## src/hw/cpu_mem_pkg.sv

```systemverilog
package cpu_mem_pkg;

  // memory geometry
  localparam int word_w     = 16;
  localparam int addr_w     = 10;
  localparam int ram_depth  = 1024;

  // paging
  localparam int page_size  = 72;       // words per page
  localparam int page_count = 14;       // whole pages that fit in ram
  localparam int page_idx_w = 4;

  typedef logic [addr_w-1:0]     addr_t;
  typedef logic [word_w-1:0]     word_t;
  typedef logic [page_idx_w-1:0] page_idx_t;

  // request from the core to the mmu, logical address
  typedef struct packed {
    addr_t addr;
    logic  wr;                          // 1 = store, 0 = read
    word_t data;
  } mem_req_t;

  // ram write port, physical address
  typedef struct packed {
    logic  valid;
    addr_t addr;
    word_t data;
  } mem_wr_t;

endpackage

```

## src/hw/cpu_isa_pkg.sv

```systemverilog
package cpu_isa_pkg;

  localparam int reg_count = 32;
  localparam int reg_idx_w = 5;

  typedef logic [reg_idx_w-1:0] reg_idx_t;

  // opcode lives in the high byte of the first instruction word
  typedef enum logic [7:0] {
    op_jmp            = 8'd1,
    op_ram2reg        = 8'd2,
    op_reg2ram        = 8'd3,
    op_num2reg        = 8'd4,
    op_reg_plus       = 8'd5,
    op_reg_minus      = 8'd6,
    op_till_value     = 8'd9,
    op_till_non_value = 8'd10,
    op_loop           = 8'd11,
    op_exit           = 8'd17
  } opcode_e;

  typedef enum logic [1:0] {
    loop_till_value,
    loop_till_non_value,
    loop_for
  } loop_kind_e;

  typedef enum logic [3:0] {
    st_idle,
    st_fetch_op,
    st_fetch_operand,
    st_decode,
    st_mem_wait,                        // store in flight
    st_load_data,                       // load in flight
    st_halted
  } stage_e;

  // both instruction words side by side
  typedef struct packed {
    opcode_e              op;
    logic [7:0]           reg_num;
    cpu_mem_pkg::word_t   operand;      // loops: compare value high, body length low
  } instr_t;

  typedef struct packed {
    logic               valid;
    reg_idx_t           idx;
    cpu_mem_pkg::word_t data;
  } reg_wr_t;

  localparam cpu_mem_pkg::addr_t reset_pc = '0;

endpackage

```

## src/hw/core_sequencer.sv

```systemverilog
`timescale 1ns/100ps

module core_sequencer (
  input  logic                  clka,
  input  logic                  rst,
  input  logic                  start,
  output logic                  mmu_req,
  output cpu_mem_pkg::mem_req_t req,
  input  logic                  done,
  input  logic                  fault,
  input  cpu_mem_pkg::word_t    rd_data,
  output logic                  loop_set,
  output cpu_isa_pkg::instr_t   loop_instr,
  output logic                  retire,
  input  cpu_isa_pkg::reg_idx_t loop_reg,
  output cpu_mem_pkg::word_t    loop_reg_val,
  input  logic                  rewind,
  input  cpu_mem_pkg::addr_t    pc_back,
  output cpu_isa_pkg::reg_wr_t  reg_trace,
  output logic                  halted
);
  import cpu_isa_pkg::*;
  import cpu_mem_pkg::*;

  stage_e   stage;
  addr_t    pc;
  instr_t   cur;                        // instruction being executed
  word_t    regs [reg_count];
  logic     rd_valid;                   // rd_data holds a read result
  logic     wr_en;
  reg_idx_t wr_idx;
  word_t    wr_data;
  logic     jump;
  addr_t    base_pc;
  addr_t    next_pc;

  assign wr_idx     = cur.reg_num[reg_idx_w-1:0];
  assign loop_instr = cur;
  assign halted     = stage == st_halted;

  // forward a same-cycle register write to the loop check
  assign loop_reg_val = (wr_en && wr_idx == loop_reg) ? wr_data : regs[loop_reg];

  assign base_pc = jump ? cur.operand[addr_w-1:0] : pc;
  assign next_pc = rewind ? base_pc - pc_back : base_pc;

  always_comb begin
    retire   = 1'b0;
    loop_set = 1'b0;
    wr_en    = 1'b0;
    wr_data  = rd_data;
    jump     = 1'b0;
    case (stage)
      st_decode: begin
        case (cur.op)
          op_jmp: begin
            jump   = 1'b1;
            retire = 1'b1;
          end
          op_num2reg: begin
            wr_en   = 1'b1;
            wr_data = cur.operand;
            retire  = 1'b1;
          end
          op_reg_plus: begin
            wr_en   = 1'b1;
            wr_data = regs[wr_idx] + cur.operand; // wraps mod 2^16
            retire  = 1'b1;
          end
          op_reg_minus: begin
            wr_en   = 1'b1;
            wr_data = regs[wr_idx] - cur.operand;
            retire  = 1'b1;
          end
          op_till_value, op_till_non_value, op_loop: begin
            loop_set = 1'b1;
            retire   = 1'b1;
          end
          op_ram2reg, op_reg2ram, op_exit: retire = 1'b0;
          default: retire = 1'b1;           // unknown opcode, skip
        endcase
      end
      st_mem_wait: retire = done && !fault;
      st_load_data: begin
        wr_en  = rd_valid;
        retire = rd_valid;
      end
      default: retire = 1'b0;
    endcase
  end

  always_ff @(posedge clka) begin
    if (!rst) begin
      stage     <= st_idle;
      pc        <= reset_pc;
      mmu_req   <= 1'b0;
      rd_valid  <= 1'b0;
      reg_trace <= '0;
      for (int i = 0; i < reg_count; i++) begin
        regs[i] <= '0;
      end
    end else begin
      mmu_req   <= 1'b0;
      rd_valid  <= done && !fault && !req.wr;
      reg_trace <= '{valid: wr_en, idx: wr_idx, data: wr_data};
      if (wr_en) begin
        regs[wr_idx] <= wr_data;
      end
      if (retire) begin
        pc      <= next_pc;             // fetch the next instruction
        mmu_req <= 1'b1;
        req     <= '{addr: next_pc, wr: 1'b0, data: '0};
        stage   <= st_fetch_op;
      end else if (done && fault) begin
        stage <= st_halted;
      end else begin
        case (stage)
          st_idle: begin
            if (start) begin
              mmu_req <= 1'b1;
              req     <= '{addr: pc, wr: 1'b0, data: '0};
              stage   <= st_fetch_op;
            end
          end
          st_fetch_op: begin
            if (rd_valid) begin
              cur.op      <= opcode_e'(rd_data[15:8]);
              cur.reg_num <= rd_data[7:0];
              pc          <= pc + 1'b1;
              mmu_req     <= 1'b1;
              req         <= '{addr: pc + 1'b1, wr: 1'b0, data: '0};
              stage       <= st_fetch_operand;
            end
          end
          st_fetch_operand: begin
            if (rd_valid) begin
              cur.operand <= rd_data;
              pc          <= pc + 1'b1;
              stage       <= st_decode;
            end
          end
          st_decode: begin
            case (cur.op)
              op_ram2reg: begin
                mmu_req <= 1'b1;
                req     <= '{addr: cur.operand[addr_w-1:0], wr: 1'b0, data: '0};
                stage   <= st_load_data;
              end
              op_reg2ram: begin
                mmu_req <= 1'b1;
                req     <= '{addr: cur.operand[addr_w-1:0], wr: 1'b1, data: regs[wr_idx]};
                stage   <= st_mem_wait;
              end
              default: stage <= st_halted;  // exit
            endcase
          end
          default: stage <= stage;      // waiting on the mmu, or halted
        endcase
      end
    end
  end

endmodule

```

## config.mk

```make
export PLATFORM = sky130hd
export DESIGN_NAME = core_sequencer
export DESIGN_NICKNAME = d
export VERILOG_FILES = /design/src/hw/cpu_mem_pkg.sv /design/src/hw/cpu_isa_pkg.sv /design/src/hw/core_sequencer.sv
export SDC_FILE = /design/constraint.sdc
export NUM_CORES = 1
export LEC_CHECK = 0
export BUFFER_PORTS_ARGS = -buffer_cell sky130_fd_sc_hd__buf_2
export CORE_ASPECT_RATIO = 1.4
export CORE_UTILIZATION = 50
export DETAILED_ROUTE_END_ITERATION = 16
export GPL_ROUTABILITY_DRIVEN = 0
export GPL_TIMING_DRIVEN = 0
export MAX_ROUTING_LAYER = met4
export PLACE_DENSITY = 0.66
export SLEW_MARGIN = 20
export SYNTH_ARGS = -nofsm -noshare
export SYNTH_HDL_FRONTEND = slang
export SYNTH_SLANG_ARGS = --single-unit
```

## constraint.sdc

```tcl
create_clock -name clka -period 11.7 [get_ports clka]
set_clock_uncertainty 0.2 [all_clocks]
set_input_delay 2.34 -clock clka [delete_from_list [all_inputs] [get_ports clka]]
set_output_delay 2.34 -clock clka [all_outputs]
set_load 0.01 [all_outputs]
```

## After elaboration in Yosys (flattened, before gate mapping)

Memories as Yosys holds them, arrays and structs flattened. A register that Yosys moved wholly into a read port is not among the register bits.
Index checks and enable logic that the tools add are counted.

- Bits in registers: 97
- RAM bits: 512
- Bits of input ports: 37
- Memories kept: 1
- Output and inout bits: 101

Memories:

| memory | depth | bits a word | rd ports | clocked after Yosys merged registers in | wr ports | line | source |
|---|---|---|---|---|---|---|---|
| regs | 32 | 16 | 2 | 1 | 32 | core_sequencer.sv:28 | `word_t regs [reg_count];` |

- Bitwise operators: 3
- Add/subtract/negate cells: 4
- Reduce and logical (&&, ||, !) cells: 28
- Multiplexer cells: 44
- Equal/unequal tests: 30

Operators by type and width:

| kind | number |
|---|---|
| $mux W27 | 4 |
| $pmux W27 S3 | 1 |
| $mux W10 | 6 |
| $pmux W27 S2 | 1 |
| $mux W16 | 3 |
| $pmux W16 S3 | 1 |
| $eq A8 B3 Y1 const B | 3 |
| $eq A8 B4 Y1 const B | 3 |
| $mux W1 | 17 |
| $add A16 B16 Y16 | 1 |
| $eq A8 B2 Y1 const B | 2 |
| $ne A4 B4 Y1 const B | 4 |
| $pmux W4 S4 | 1 |
| $reduce_or A16 Y1 | 1 |
| $sub A16 B16 Y16 | 1 |
| $ne A3 B3 Y1 const B | 5 |
| $eq A4 B3 Y1 const B | 3 |
| $mux W4 | 3 |
| $reduce_and A4 Y1 | 3 |
| $reduce_or A3 Y1 | 4 |
| $add A10 B1 Y10 const B | 1 |
| $mux W5 | 2 |
| $reduce_and A5 Y1 | 2 |
| $sub A10 B10 Y10 | 1 |
| other kinds (21) | 36 |

## Logic depth before layout (Yosys ltp)

Gate-level depths: netlist (run 1).

- Depth after elaboration: 9
- Mapped depth: 19

## Worst setup path before layout (run 1)

OpenSTA, ideal clock, no wires.

- Kind: input port to output port
- Start point: input loop_reg[0]
- End point: output loop_reg_val[10]
- Arrival time: 4479 ps
- Stages: 8
- Required time: 9160 ps
- Slack: 4681 ps
- Cell sequence: clkbuf_1 > clkbuf_1 > buf_2 > mux4_2 > mux4_2 > nor2b_1 > a211oi_1 > a21oi_1

- Word-level cells in the longest chain between the ends: 3
- Elaborated cells between the ends (all ways): 4
- Those cells by class: eq/ne: 1; mux: 1; reduce/logical: 1; memory: 1

Ends and longest elaborated chain:

| what | line | source |
|---|---|---|
| start: declaration | core_sequencer.sv:15 | `input cpu_isa_pkg::reg_idx_t loop_reg,` |
| parallel branches: the longest is 2 deep, another holds $mem_v2 Z32 W16 | - |  |
| $mux W16 * | core_sequencer.sv:42 | `assign loop_reg_val = (wr_en && wr_idx == loop_reg) ? wr_data : regs[loop_reg];` |
| end: declaration | core_sequencer.sv:16 | `output cpu_mem_pkg::word_t loop_reg_val,` |

Every way passes the cells marked *.

==> out/qor.txt, run 1 <==
Sum Neg Setup Slack: 0 ns
Total routed wirelength: 106000 um
Post-synth net total: 2344
FFs w/ async S/R, synth: 0%
Detailed-route DRC error count: 0
Reg2Reg Depth: 17
Count of placed standard cells in the final layout, fillers left out: 3359
Post-route fraction of the period consumed by the critical path: 85.6%
Power per cell area: 136 nW/um^2
Post-synth top area cell: edfxtp_1
DR vias/cell: 6.56
Unrepaired setup endpoints after global routing: false
Global Route Usage Sum: 33.9%
Worst Hold End: rd_valid
Master cell of the clock root buffer: clkbuf_16
Synth Flop Type: edfxtp_1
Sequential cell area fraction in the yosys report: 56.2%
Clock slew at the register clock pins of the worst setup and hold paths: 0.07 ns
Leak: 13.1 nW
Element type at the critical path end: primary output
Peak Freq: 99.8 MHz
1st-iter DRT viols: 2921
Outcome: complete, no violations
Chip height: 301 um
P&R area growth vs syn: 11.3%
Post-route minimum period: 10.02 ns
Number of synthesized register bits: 613
Worst max-slew margin expressed relative to the limit: 18.9%
Top cells by count, synth: edfxtp_1, nor2_1, mux4_2, clkbuf_1, nand2_1
Hold Path Stages: 1
DP Worst Slack: 2.61 ns
CP arrival: 7.48 ns
Setup slack of the worst register-to-register path: 4.46 ns
Max VDD drop: 0.121 mV
Post-layout util: 56.4%
Library cell with the highest instance count after synthesis: edfxtp_1
Quantity of gates resized following cts: 0
Die footprint: 65000 sq um
TritonCTS clock tree: built
Antenna violations before repair: 8
Number of max-slew violations in the final report: 0
CTS H-Tree Depth: 2
Number of synthesized flops with an enable pin: 571
Required @ worst endpoint: 9.16 ns
Mapped Cells: 2278
CP startpoint kind: flop
Combined area of all synthesized cells: 32000 sq um
Post-CTS Repair Setup Buffers: 0
Overall overflow remaining after global route: 0
Start point of the worst hold path: req[16]
Standard cell core area: 63100 sq um
Routed via count: 22025
Net count, final: 2543
Average wire per standard cell: 31.5 um
IO Count: 138
Capture point of the worst reg-to-reg path: regs[30][12]
Final Total Pwr: 4.84 mW
TritonCTS buffer count: 59
Setup Viol. Count Final: 0
Hold buffer count at CTS: 0
Row count: 109
Portion of synthesized cell area occupied by the leading cell type: 53.6%
Number of antenna-violating nets in the routed design: 0
Maximum fanout along the worst path: 10
Max-cap check violation count: 0
Detail Placement HPWL: 80600 um
First-pass GRT wire length: 151000 um
Worst Slack Setup Final: 1.68 ns
DR pass1 iterations: 6
Maximum number of pins on one net before global-route repair: 26
Class of the tightest hold or removal check: reg -> reg
Deepest clock path buffer count: 3
Width of the chip: 216 um
Total placed cells including tap cells: 3248
Port Buffer Count: 133
Post-synthesis average cell area: 14.0 sq um
Cells taking the most area after synthesis: edfxtp_1, mux4_2, nor2_1
Vias in the first global route: 22522
Yosys synthesis warning count: 0
Starting Density: 50.7%
Fraction of final layout cells sized beyond drive strength 1: 25.4%
Worst-Margin Slew: 1.22 ns
Type of the worst setup path: reg -> out
Source-to-sink clock delay at the later pin of the worst-skew pair: 0.64 ns
CTS sink count: 613
Number of hold violations in the final report: 0
Synth cell types: 68
==> critical path: stages (launching register included) <==
cell and delay [ns]:
dfxtp_1 0.31, clkbuf_1 0.37, clkbuf_1 0.49, clkbuf_1 0.94, mux4_2 0.43, mux4_2 0.55
mux2_2 0.34, ha_1 0.35, nor2b_1 0.15, o21ai_0 0.20, a21boi_1 0.17, o31ai_1 0.45
o21ai_1 0.15, xor2_1 0.18, a222oi_1 0.36, clkbuf_1 0.79, a21oi_1 0.35, buf_2 0.25
==> power by group <==
part           total, mW  leakage [nW]  switching (mW)  internal, mW
registers           2.50          6.18          0.0369          2.47
logic              0.476          6.09           0.294         0.181
clock network       1.87         0.873           0.856          1.01
total               4.84          13.1            1.19          3.66
==> per-layer routing <==
| layer | vias to the layer above | global-route usage (%) | part of all wire [%] |
|---|---|---|---|
| met3 | 405 | 6.66 | 9.0 |
| met1 | 11142 | 36.3 | 32 |
| met4 | 0 | 23.1 | 7.9 |
| met2 | 1382 | 56.9 | 51 |
| li1 | 9096 | - | - |
| met5 | - | - | 0 |
==> cells in the final DEF (no fill, tap or decap), drive strengths merged, types with 8 or more instances in the layout <==
cell type,n
diode,8
buf,208
a211oi,17
mux2,25
xnor2,27
mux4,310
a21boi,8
nor3b,8
dfxtp,42
edfxtp,571
nor3,13
nand2,105
clkbuf,213
xor2,22
mux2i,23
nor2b,55
ha,27
o31ai,8
nand3,16
inv,27
a222oi,12
nor2,554
clkinv,25
nand4,8
a21oi,49
o21ai,33
and2,8
a21o,11
==> worst max path at each step <==
stage | end | slack (ns) | startpoint | cells after the start
2_1_floorplan | loop_reg_val[10] | 4.68 | loop_reg[0] | 8
3_3_place_gp | loop_reg_val[13] | 2.25 | flop | 17
3_5_place_dp | loop_reg_val[11] | 2.61 | flop | 17
4_1_cts | loop_reg_val[11] | 1.90 | flop | 17
5_1_grt | loop_reg_val[11] | 1.55 | flop | 17
6_report | loop_reg_val[14] | 1.68 | flop | 17
==> stage by stage <==
step	cell area, sq um	hold WS (ns)
2_1_floorplan	32000	0.285
3_3_place_gp	33700	0.363
3_5_place_dp	33800	0.387
4_1_cts	35600	0.395
5_1_grt	35600	0.408
6_report	35600	0.427
==> final cells by class <==
| cell class | count | area, sq um |
|---|---|---|
| fillers | 5072 | 27500 |
| plain buffers | 217 | 930 |
| repair buffers | 138 | 724 |
| diodes | 8 | 20.0 |
| well taps | 832 | 1040 |
| clock buffers | 66 | 1500 |
| flip-flops and latches | 613 | 18000 |
| clock inverters | 37 | 307 |
| multi-input cells | 1424 | 13000 |
| inverters | 24 | 90.1 |
==> cells by family after synthesis <==
family | share of synthesized area [%]
flip-flops | 56.2
adder cells (fa/ha/maj) | 1.18
multiplexers | 23.4
AND/OR/NAND/NOR | 10.5
AO/OA/AOI/OAI | 4.12
XOR/XNOR | 1.41
buffers and inverters | 3.17
==> sequential cells by signal, summed over array words and instances, names as in the netlist, named ones only <==
| name | cells |
|---|---|
| rd_valid | 1 |
| mmu_req | 1 |
| reg_trace | 22 |
| stage | 3 |
| loop_instr | 32 |
| req | 27 |
| pc | 10 |
| regs | 512 |
(Power assumes the default switching activity.)
==> run 2, diff against run 1 <==
- CORE_UTILIZATION: 50 -> 30
- PLACE_DENSITY: 0.66 -> 0.56
==> out/qor.txt, run 2 (synthesized netlist as in run 1, its figures left out) <==
Outcome: complete, no violations
CTS H-Tree Depth: 2
Chip height: 388 um
Standard cell core area: 106000 sq um
CTS sink count: 613
Worst max-slew margin expressed relative to the limit: 19.8%
Start point of the worst hold path: req[16]
CP arrival: 7.69 ns
Source-to-sink clock delay at the later pin of the worst-skew pair: 0.68 ns
Antenna violations before repair: 3
P&R area growth vs syn: 14.1%
Max-cap check violation count: 0
Leading cell types in the layout, fill and taps excluded: edfxtp_1, nor2_1, mux4_2, buf_2, clkbuf_1
Leading cell type in the layout, fill and taps excluded: edfxtp_1
Slowest cell on the critical path: clkbuf_1
Max VDD drop: 0.117 mV
Switching power as a share of total power: 25.0%
Top cell by count, worst path: clkbuf_1
Clock slew at the register clock pins of the worst setup and hold paths: 0.07 ns
Final Total Pwr: 4.98 mW
Deepest clock path buffer count: 3
Row count: 141
First-pass GRT wire length: 154000 um
Total routed wirelength: 109000 um
Master cell of the clock root buffer: clkbuf_16
DR vias/cell: 5.39
Worst-Margin Slew: 1.20 ns
Maximum single-stage delay on the critical path: 0.75 ns
Routed via count: 20971
Number of hold violations in the final report: 0
1st-iter DRT viols: 2158
Net count, final: 2547
Register cell area after layout: 18000 sq um
Global Route Usage Sum: 20.7%
Type of the worst setup path: reg -> out
Cell breakdown of the critical path: clkbuf_1 -> clkbuf_1 -> clkbuf_1 -> mux4_2 -> mux4_2 -> mux2i_2 -> fa_1 -> nor2b_1 -> o21ai_0 -> a21boi_1 -> o31ai_1 -> o21ai_1 -> xor2_1 -> a222oi_1 -> clkbuf_1 -> a21oi_1 -> buf_2
Quantity of gates resized following cts: 0
Leak: 13.2 nW
Sum Neg Setup Slack: 0 ns
Maximum fanout along the worst path: 10
Number of max-slew violations in the final report: 0
Width of the chip: 278 um
Required @ worst endpoint: 9.16 ns
Net Switching: 1.25 mW
Overall overflow remaining after global route: 0
Count of placed standard cells in the final layout, fillers left out: 3890
Peak Freq: 97.7 MHz
Total placed cells including tap cells: 3777
TritonCTS buffer count: 60
Average wire per standard cell: 27.9 um
Detailed-route DRC error count: 0
Maximum number of pins on one net before global-route repair: 22
TritonCTS clock tree: built
Unrepaired setup endpoints after global routing: false
Post-CTS Repair Setup Buffers: 0
Hold buffer count at CTS: 0
Vias in the first global route: 21667
Port Buffer Count: 133
Element type at the critical path end: primary output
Post-layout util: 34.5%
Detail Placement HPWL: 86400 um
Class of the tightest hold or removal check: reg -> reg
Fill count: 10257
Starting Density: 30.3%
Multi-input combinational cell area: 13100 sq um
Post-route minimum period: 10.23 ns
Relative contribution of sequential cells to total power: 50.2%
Setup Viol. Count Final: 0
Number of buffers and inverters on the critical path: 5
Post-route fraction of the period consumed by the critical path: 87.5%
Cell internal power dissipation: 3.73 mW
Family with the most delay on the worst path: buffers and inverters
IO Count: 138
Largest register FFs: 512
Fraction of final layout cells sized beyond drive strength 1: 25.9%
Part of the power in combinational logic: 9.4%
Worst hold margin: 0.372 ns
Number of antenna-violating nets in the routed design: 0
CP startpoint kind: flop
Clock network power share: 40.3%
Power per cell area: 136 nW/um^2
DR pass1 iterations: 6
Die footprint: 108000 sq um
Largest reg by FF count: regs
## run 2: path summary, 6_finish.rpt
kind                           end  slack (ns)  depth (start not counted)
setup reg to reg       regs[6][12]        4.30                         17
hold / removal            rd_valid        0.37                          1
setup / recovery  loop_reg_val[14]        1.47                         17
hold reg to reg           rd_valid        0.37                          1
## run 2: worst register-to-register path, cell delays in order (launching register included)
cell      delay [ns]
dfxtp_1         0.31
clkbuf_1        0.55
clkbuf_1        0.53
clkbuf_1        0.76
mux4_2          0.45
mux4_2          0.54
mux2i_2         0.73
fa_1            0.37
nor2b_1         0.06
o21ai_0         0.21
a21boi_1        0.17
o31ai_1         0.46
a32oi_1         0.22
xor2_1          0.20
a222oi_1        0.32
clkbuf_1        0.59
buf_2           0.38
nor2_1          0.09
## run 2: power by group through the flow
stage,sequential (mW),combinational (mW),clock [mW]
3_5_place_dp,2.55,0.470,0
6_report,2.50,0.470,2.01
5_1_grt,2.51,0.495,2.10
4_1_cts,2.50,0.471,2.02
2_1_floorplan,2.54,0.282,0
3_3_place_gp,2.54,0.460,0
## run 2: metrics by stage
step / setup slack, ns / cell area, sq um
floorplan: 4.68 / 32000
global placement: 1.54 / 34400
detailed placement: 2.07 / 34500
CTS: 1.36 / 36500
global route: 1.19 / 36500
finish: 1.47 / 36500
## run 2: area by class of cell
type / count / share of cell area [%]
clock inverter: 41 / 1.17
inverter: 24 / 0.247
antenna: 1 / 0.00685
tap: 1358 / 4.65
sequential: 613 / 49.3
clock buffer: 71 / 4.23
multi-input combinational: 1424 / 35.8
buffer: 217 / 2.55
timing repair buffer: 141 / 2.06
## run 2: per-layer routing
layer  global-route usage (%)  wire length (um)  vias up
met4                     12.1              7220        0
met2                     36.8             57300      774
met3                     1.81              5590      197
li1                         -                 -     9092
met5                        -                 0        -
met1                     22.4             38400    10908
==> run 3, diff against run 2 <==
- CORE_UTILIZATION: 30 -> 42
- PLACE_DENSITY: 0.56 -> default
==> out/qor.txt, run 3 (synthesized netlist as in run 1, its figures left out) <==
Outcome: complete, no violations
Max-cap check violation count: 0
Width of the chip: 235 um
DR vias/cell: 6.08
Element type at the critical path end: primary output
Overall overflow remaining after global route: 0
Clock slew at the register clock pins of the worst setup and hold paths: 0.07 ns
Source-to-sink clock delay at the later pin of the worst-skew pair: 0.68 ns
Class of the tightest hold or removal check: reg -> reg
Detailed-route DRC error count: 0
Hold buffer count at CTS: 0
CP startpoint kind: flop
Die footprint: 77300 sq um
Largest reg by FF count: regs
Net count, final: 2543
CTS sink count: 613
Detail Placement HPWL: 80100 um
Global Route Usage Sum: 26.8%
Peak Freq: 100 MHz
Deepest clock path buffer count: 3
Fraction of final layout cells sized beyond drive strength 1: 25.7%
TritonCTS buffer count: 59
Number of antenna-violating nets in the routed design: 0
Post-route minimum period: 9.96 ns
Standard cell core area: 75300 sq um
Final design area excluding fillers: 35900 sq um
Multi-input combinational cell area: 13000 sq um
Row count: 119
IO Count: 138
Quantity of gates resized following cts: 0
Largest register FFs: 512
Count of placed standard cells in the final layout, fillers left out: 3496
Register cell area after layout: 18000 sq um
Cell breakdown of the critical path: clkbuf_1 -> clkbuf_1 -> clkbuf_1 -> mux4_2 -> mux4_2 -> mux2i_1 -> ha_1 -> fa_1 -> nor2b_1 -> o21ai_0 -> a21boi_1 -> o31ai_1 -> a32oi_1 -> xor2_1 -> a222oi_1 -> clkbuf_1 -> a21oi_1 -> buf_2
Port Buffer Count: 133
Placement Cell Area: 34000 sq um
Worst Hold End: rd_valid
Post-CTS Repair Setup Buffers: 0
Post-layout util: 47.7%
Hold Path Stages: 1
DR pass1 iterations: 9
Type of the worst setup path: reg -> out
Required @ worst endpoint: 9.16 ns
Number of max-slew violations in the final report: 0
Power per cell area: 137 nW/um^2
Fill count: 6539
CP arrival: 7.42 ns
Routed via count: 21244
Number of buffers and inverters on the critical path: 5
Start point of the worst hold path: req[16]
Reg2Reg Depth: 17
Leak: 13.2 nW
Capture point of the worst reg-to-reg path: regs[24][11]
P&R area growth vs syn: 12.2%
Maximum fanout along the worst path: 10
Number of hold violations in the final report: 0
Unrepaired setup endpoints after global routing: false
Worst-Margin Slew: 1.08 ns
Post-route fraction of the period consumed by the critical path: 85.1%
Vias in the first global route: 21833
Total routed wirelength: 100000 um
Leading cell types in the layout, fill and taps excluded: edfxtp_1, nor2_1, mux4_2, buf_2, clkbuf_1
Setup Viol. Count Final: 0
Maximum single-stage delay on the critical path: 0.72 ns
CTS H-Tree Depth: 2
Top cell by count, worst path: clkbuf_1
Setup slack of the worst register-to-register path: 4.46 ns
Chip height: 329 um
Starting Density: 42.5%
Family with the most delay on the worst path: buffers and inverters
Leading cell type in the layout, fill and taps excluded: edfxtp_1
Master cell of the clock root buffer: clkbuf_16
Max VDD drop: 0.117 mV
TritonCTS clock tree: built
Worst max-slew margin expressed relative to the limit: 28.3%
Slowest cell on the critical path: clkbuf_1
1st-iter DRT viols: 2539
Antenna violations before repair: 6
Maximum number of pins on one net before global-route repair: 24
Sum Neg Setup Slack: 0 ns
Total placed cells including tap cells: 3384
First-pass GRT wire length: 145000 um
Average wire per standard cell: 28.7 um
==> run 3: cell count changes in the layout (fill, tap and decap cells not counted), sizes merged, moves of 3 or more <==
cell and change:
inv -3, diode +3, bufinv -4, clkinvlp -6, clkinv +5, clkbuf +3
==> run 3: layout make-up <==
cell class | instances | share of cell area [%]
multi-input combinational | 1424 | 36.3
timing repair buffer | 138 | 2.03
antenna | 4 | 0.0279
clock buffer | 75 | 4.65
inverter | 24 | 0.251
buffer | 217 | 2.59
tap | 968 | 3.37
sequential | 613 | 50.1
clock inverter | 33 | 0.718
==> run 3: worst max path at each step <==
| stage | cells past startpoint | endpoint | slack [ns] |
|---|---|---|---|
| after floorplan | 8 | loop_reg_val[10] | 4.68 |
| after global placement | 17 | loop_reg_val[13] | 2.27 |
| after detailed placement | 18 | loop_reg_val[12] | 2.50 |
| after CTS | 18 | loop_reg_val[12] | 1.79 |
| after global routing | 18 | loop_reg_val[12] | 1.43 |
| final | 18 | loop_reg_val[12] | 1.74 |
==> run 3: metrics by stage <==
stage | hold slack, ns | total power, mW | setup slack (ns)
after floorplan | 0.285 | 2.82 | 4.68
after global placement | 0.371 | 2.98 | 2.27
after detailed placement | 0.368 | 3.00 | 2.50
after CTS | 0.393 | 4.91 | 1.79
after global routing | 0.384 | 5.02 | 1.43
final | 0.378 | 4.91 | 1.74
==> run 3: routing by layer <==
metal / part of all wire, % / GRT usage (%) / routed length, um
met3: 6.8 / 3.57 / 6850
met5: 0 / - / 0
met2: 53 / 48.1 / 53600
met1: 34 / 29.1 / 34200
met4: 5.8 / 13.8 / 5790
==> run 3: power by group <==
part	total, mW	leakage [nW]	internal [mW]	switching, mW
logic	0.458	6.09	0.181	0.277
registers	2.50	6.18	2.47	0.0361
clock network	1.95	0.951	1.06	0.893
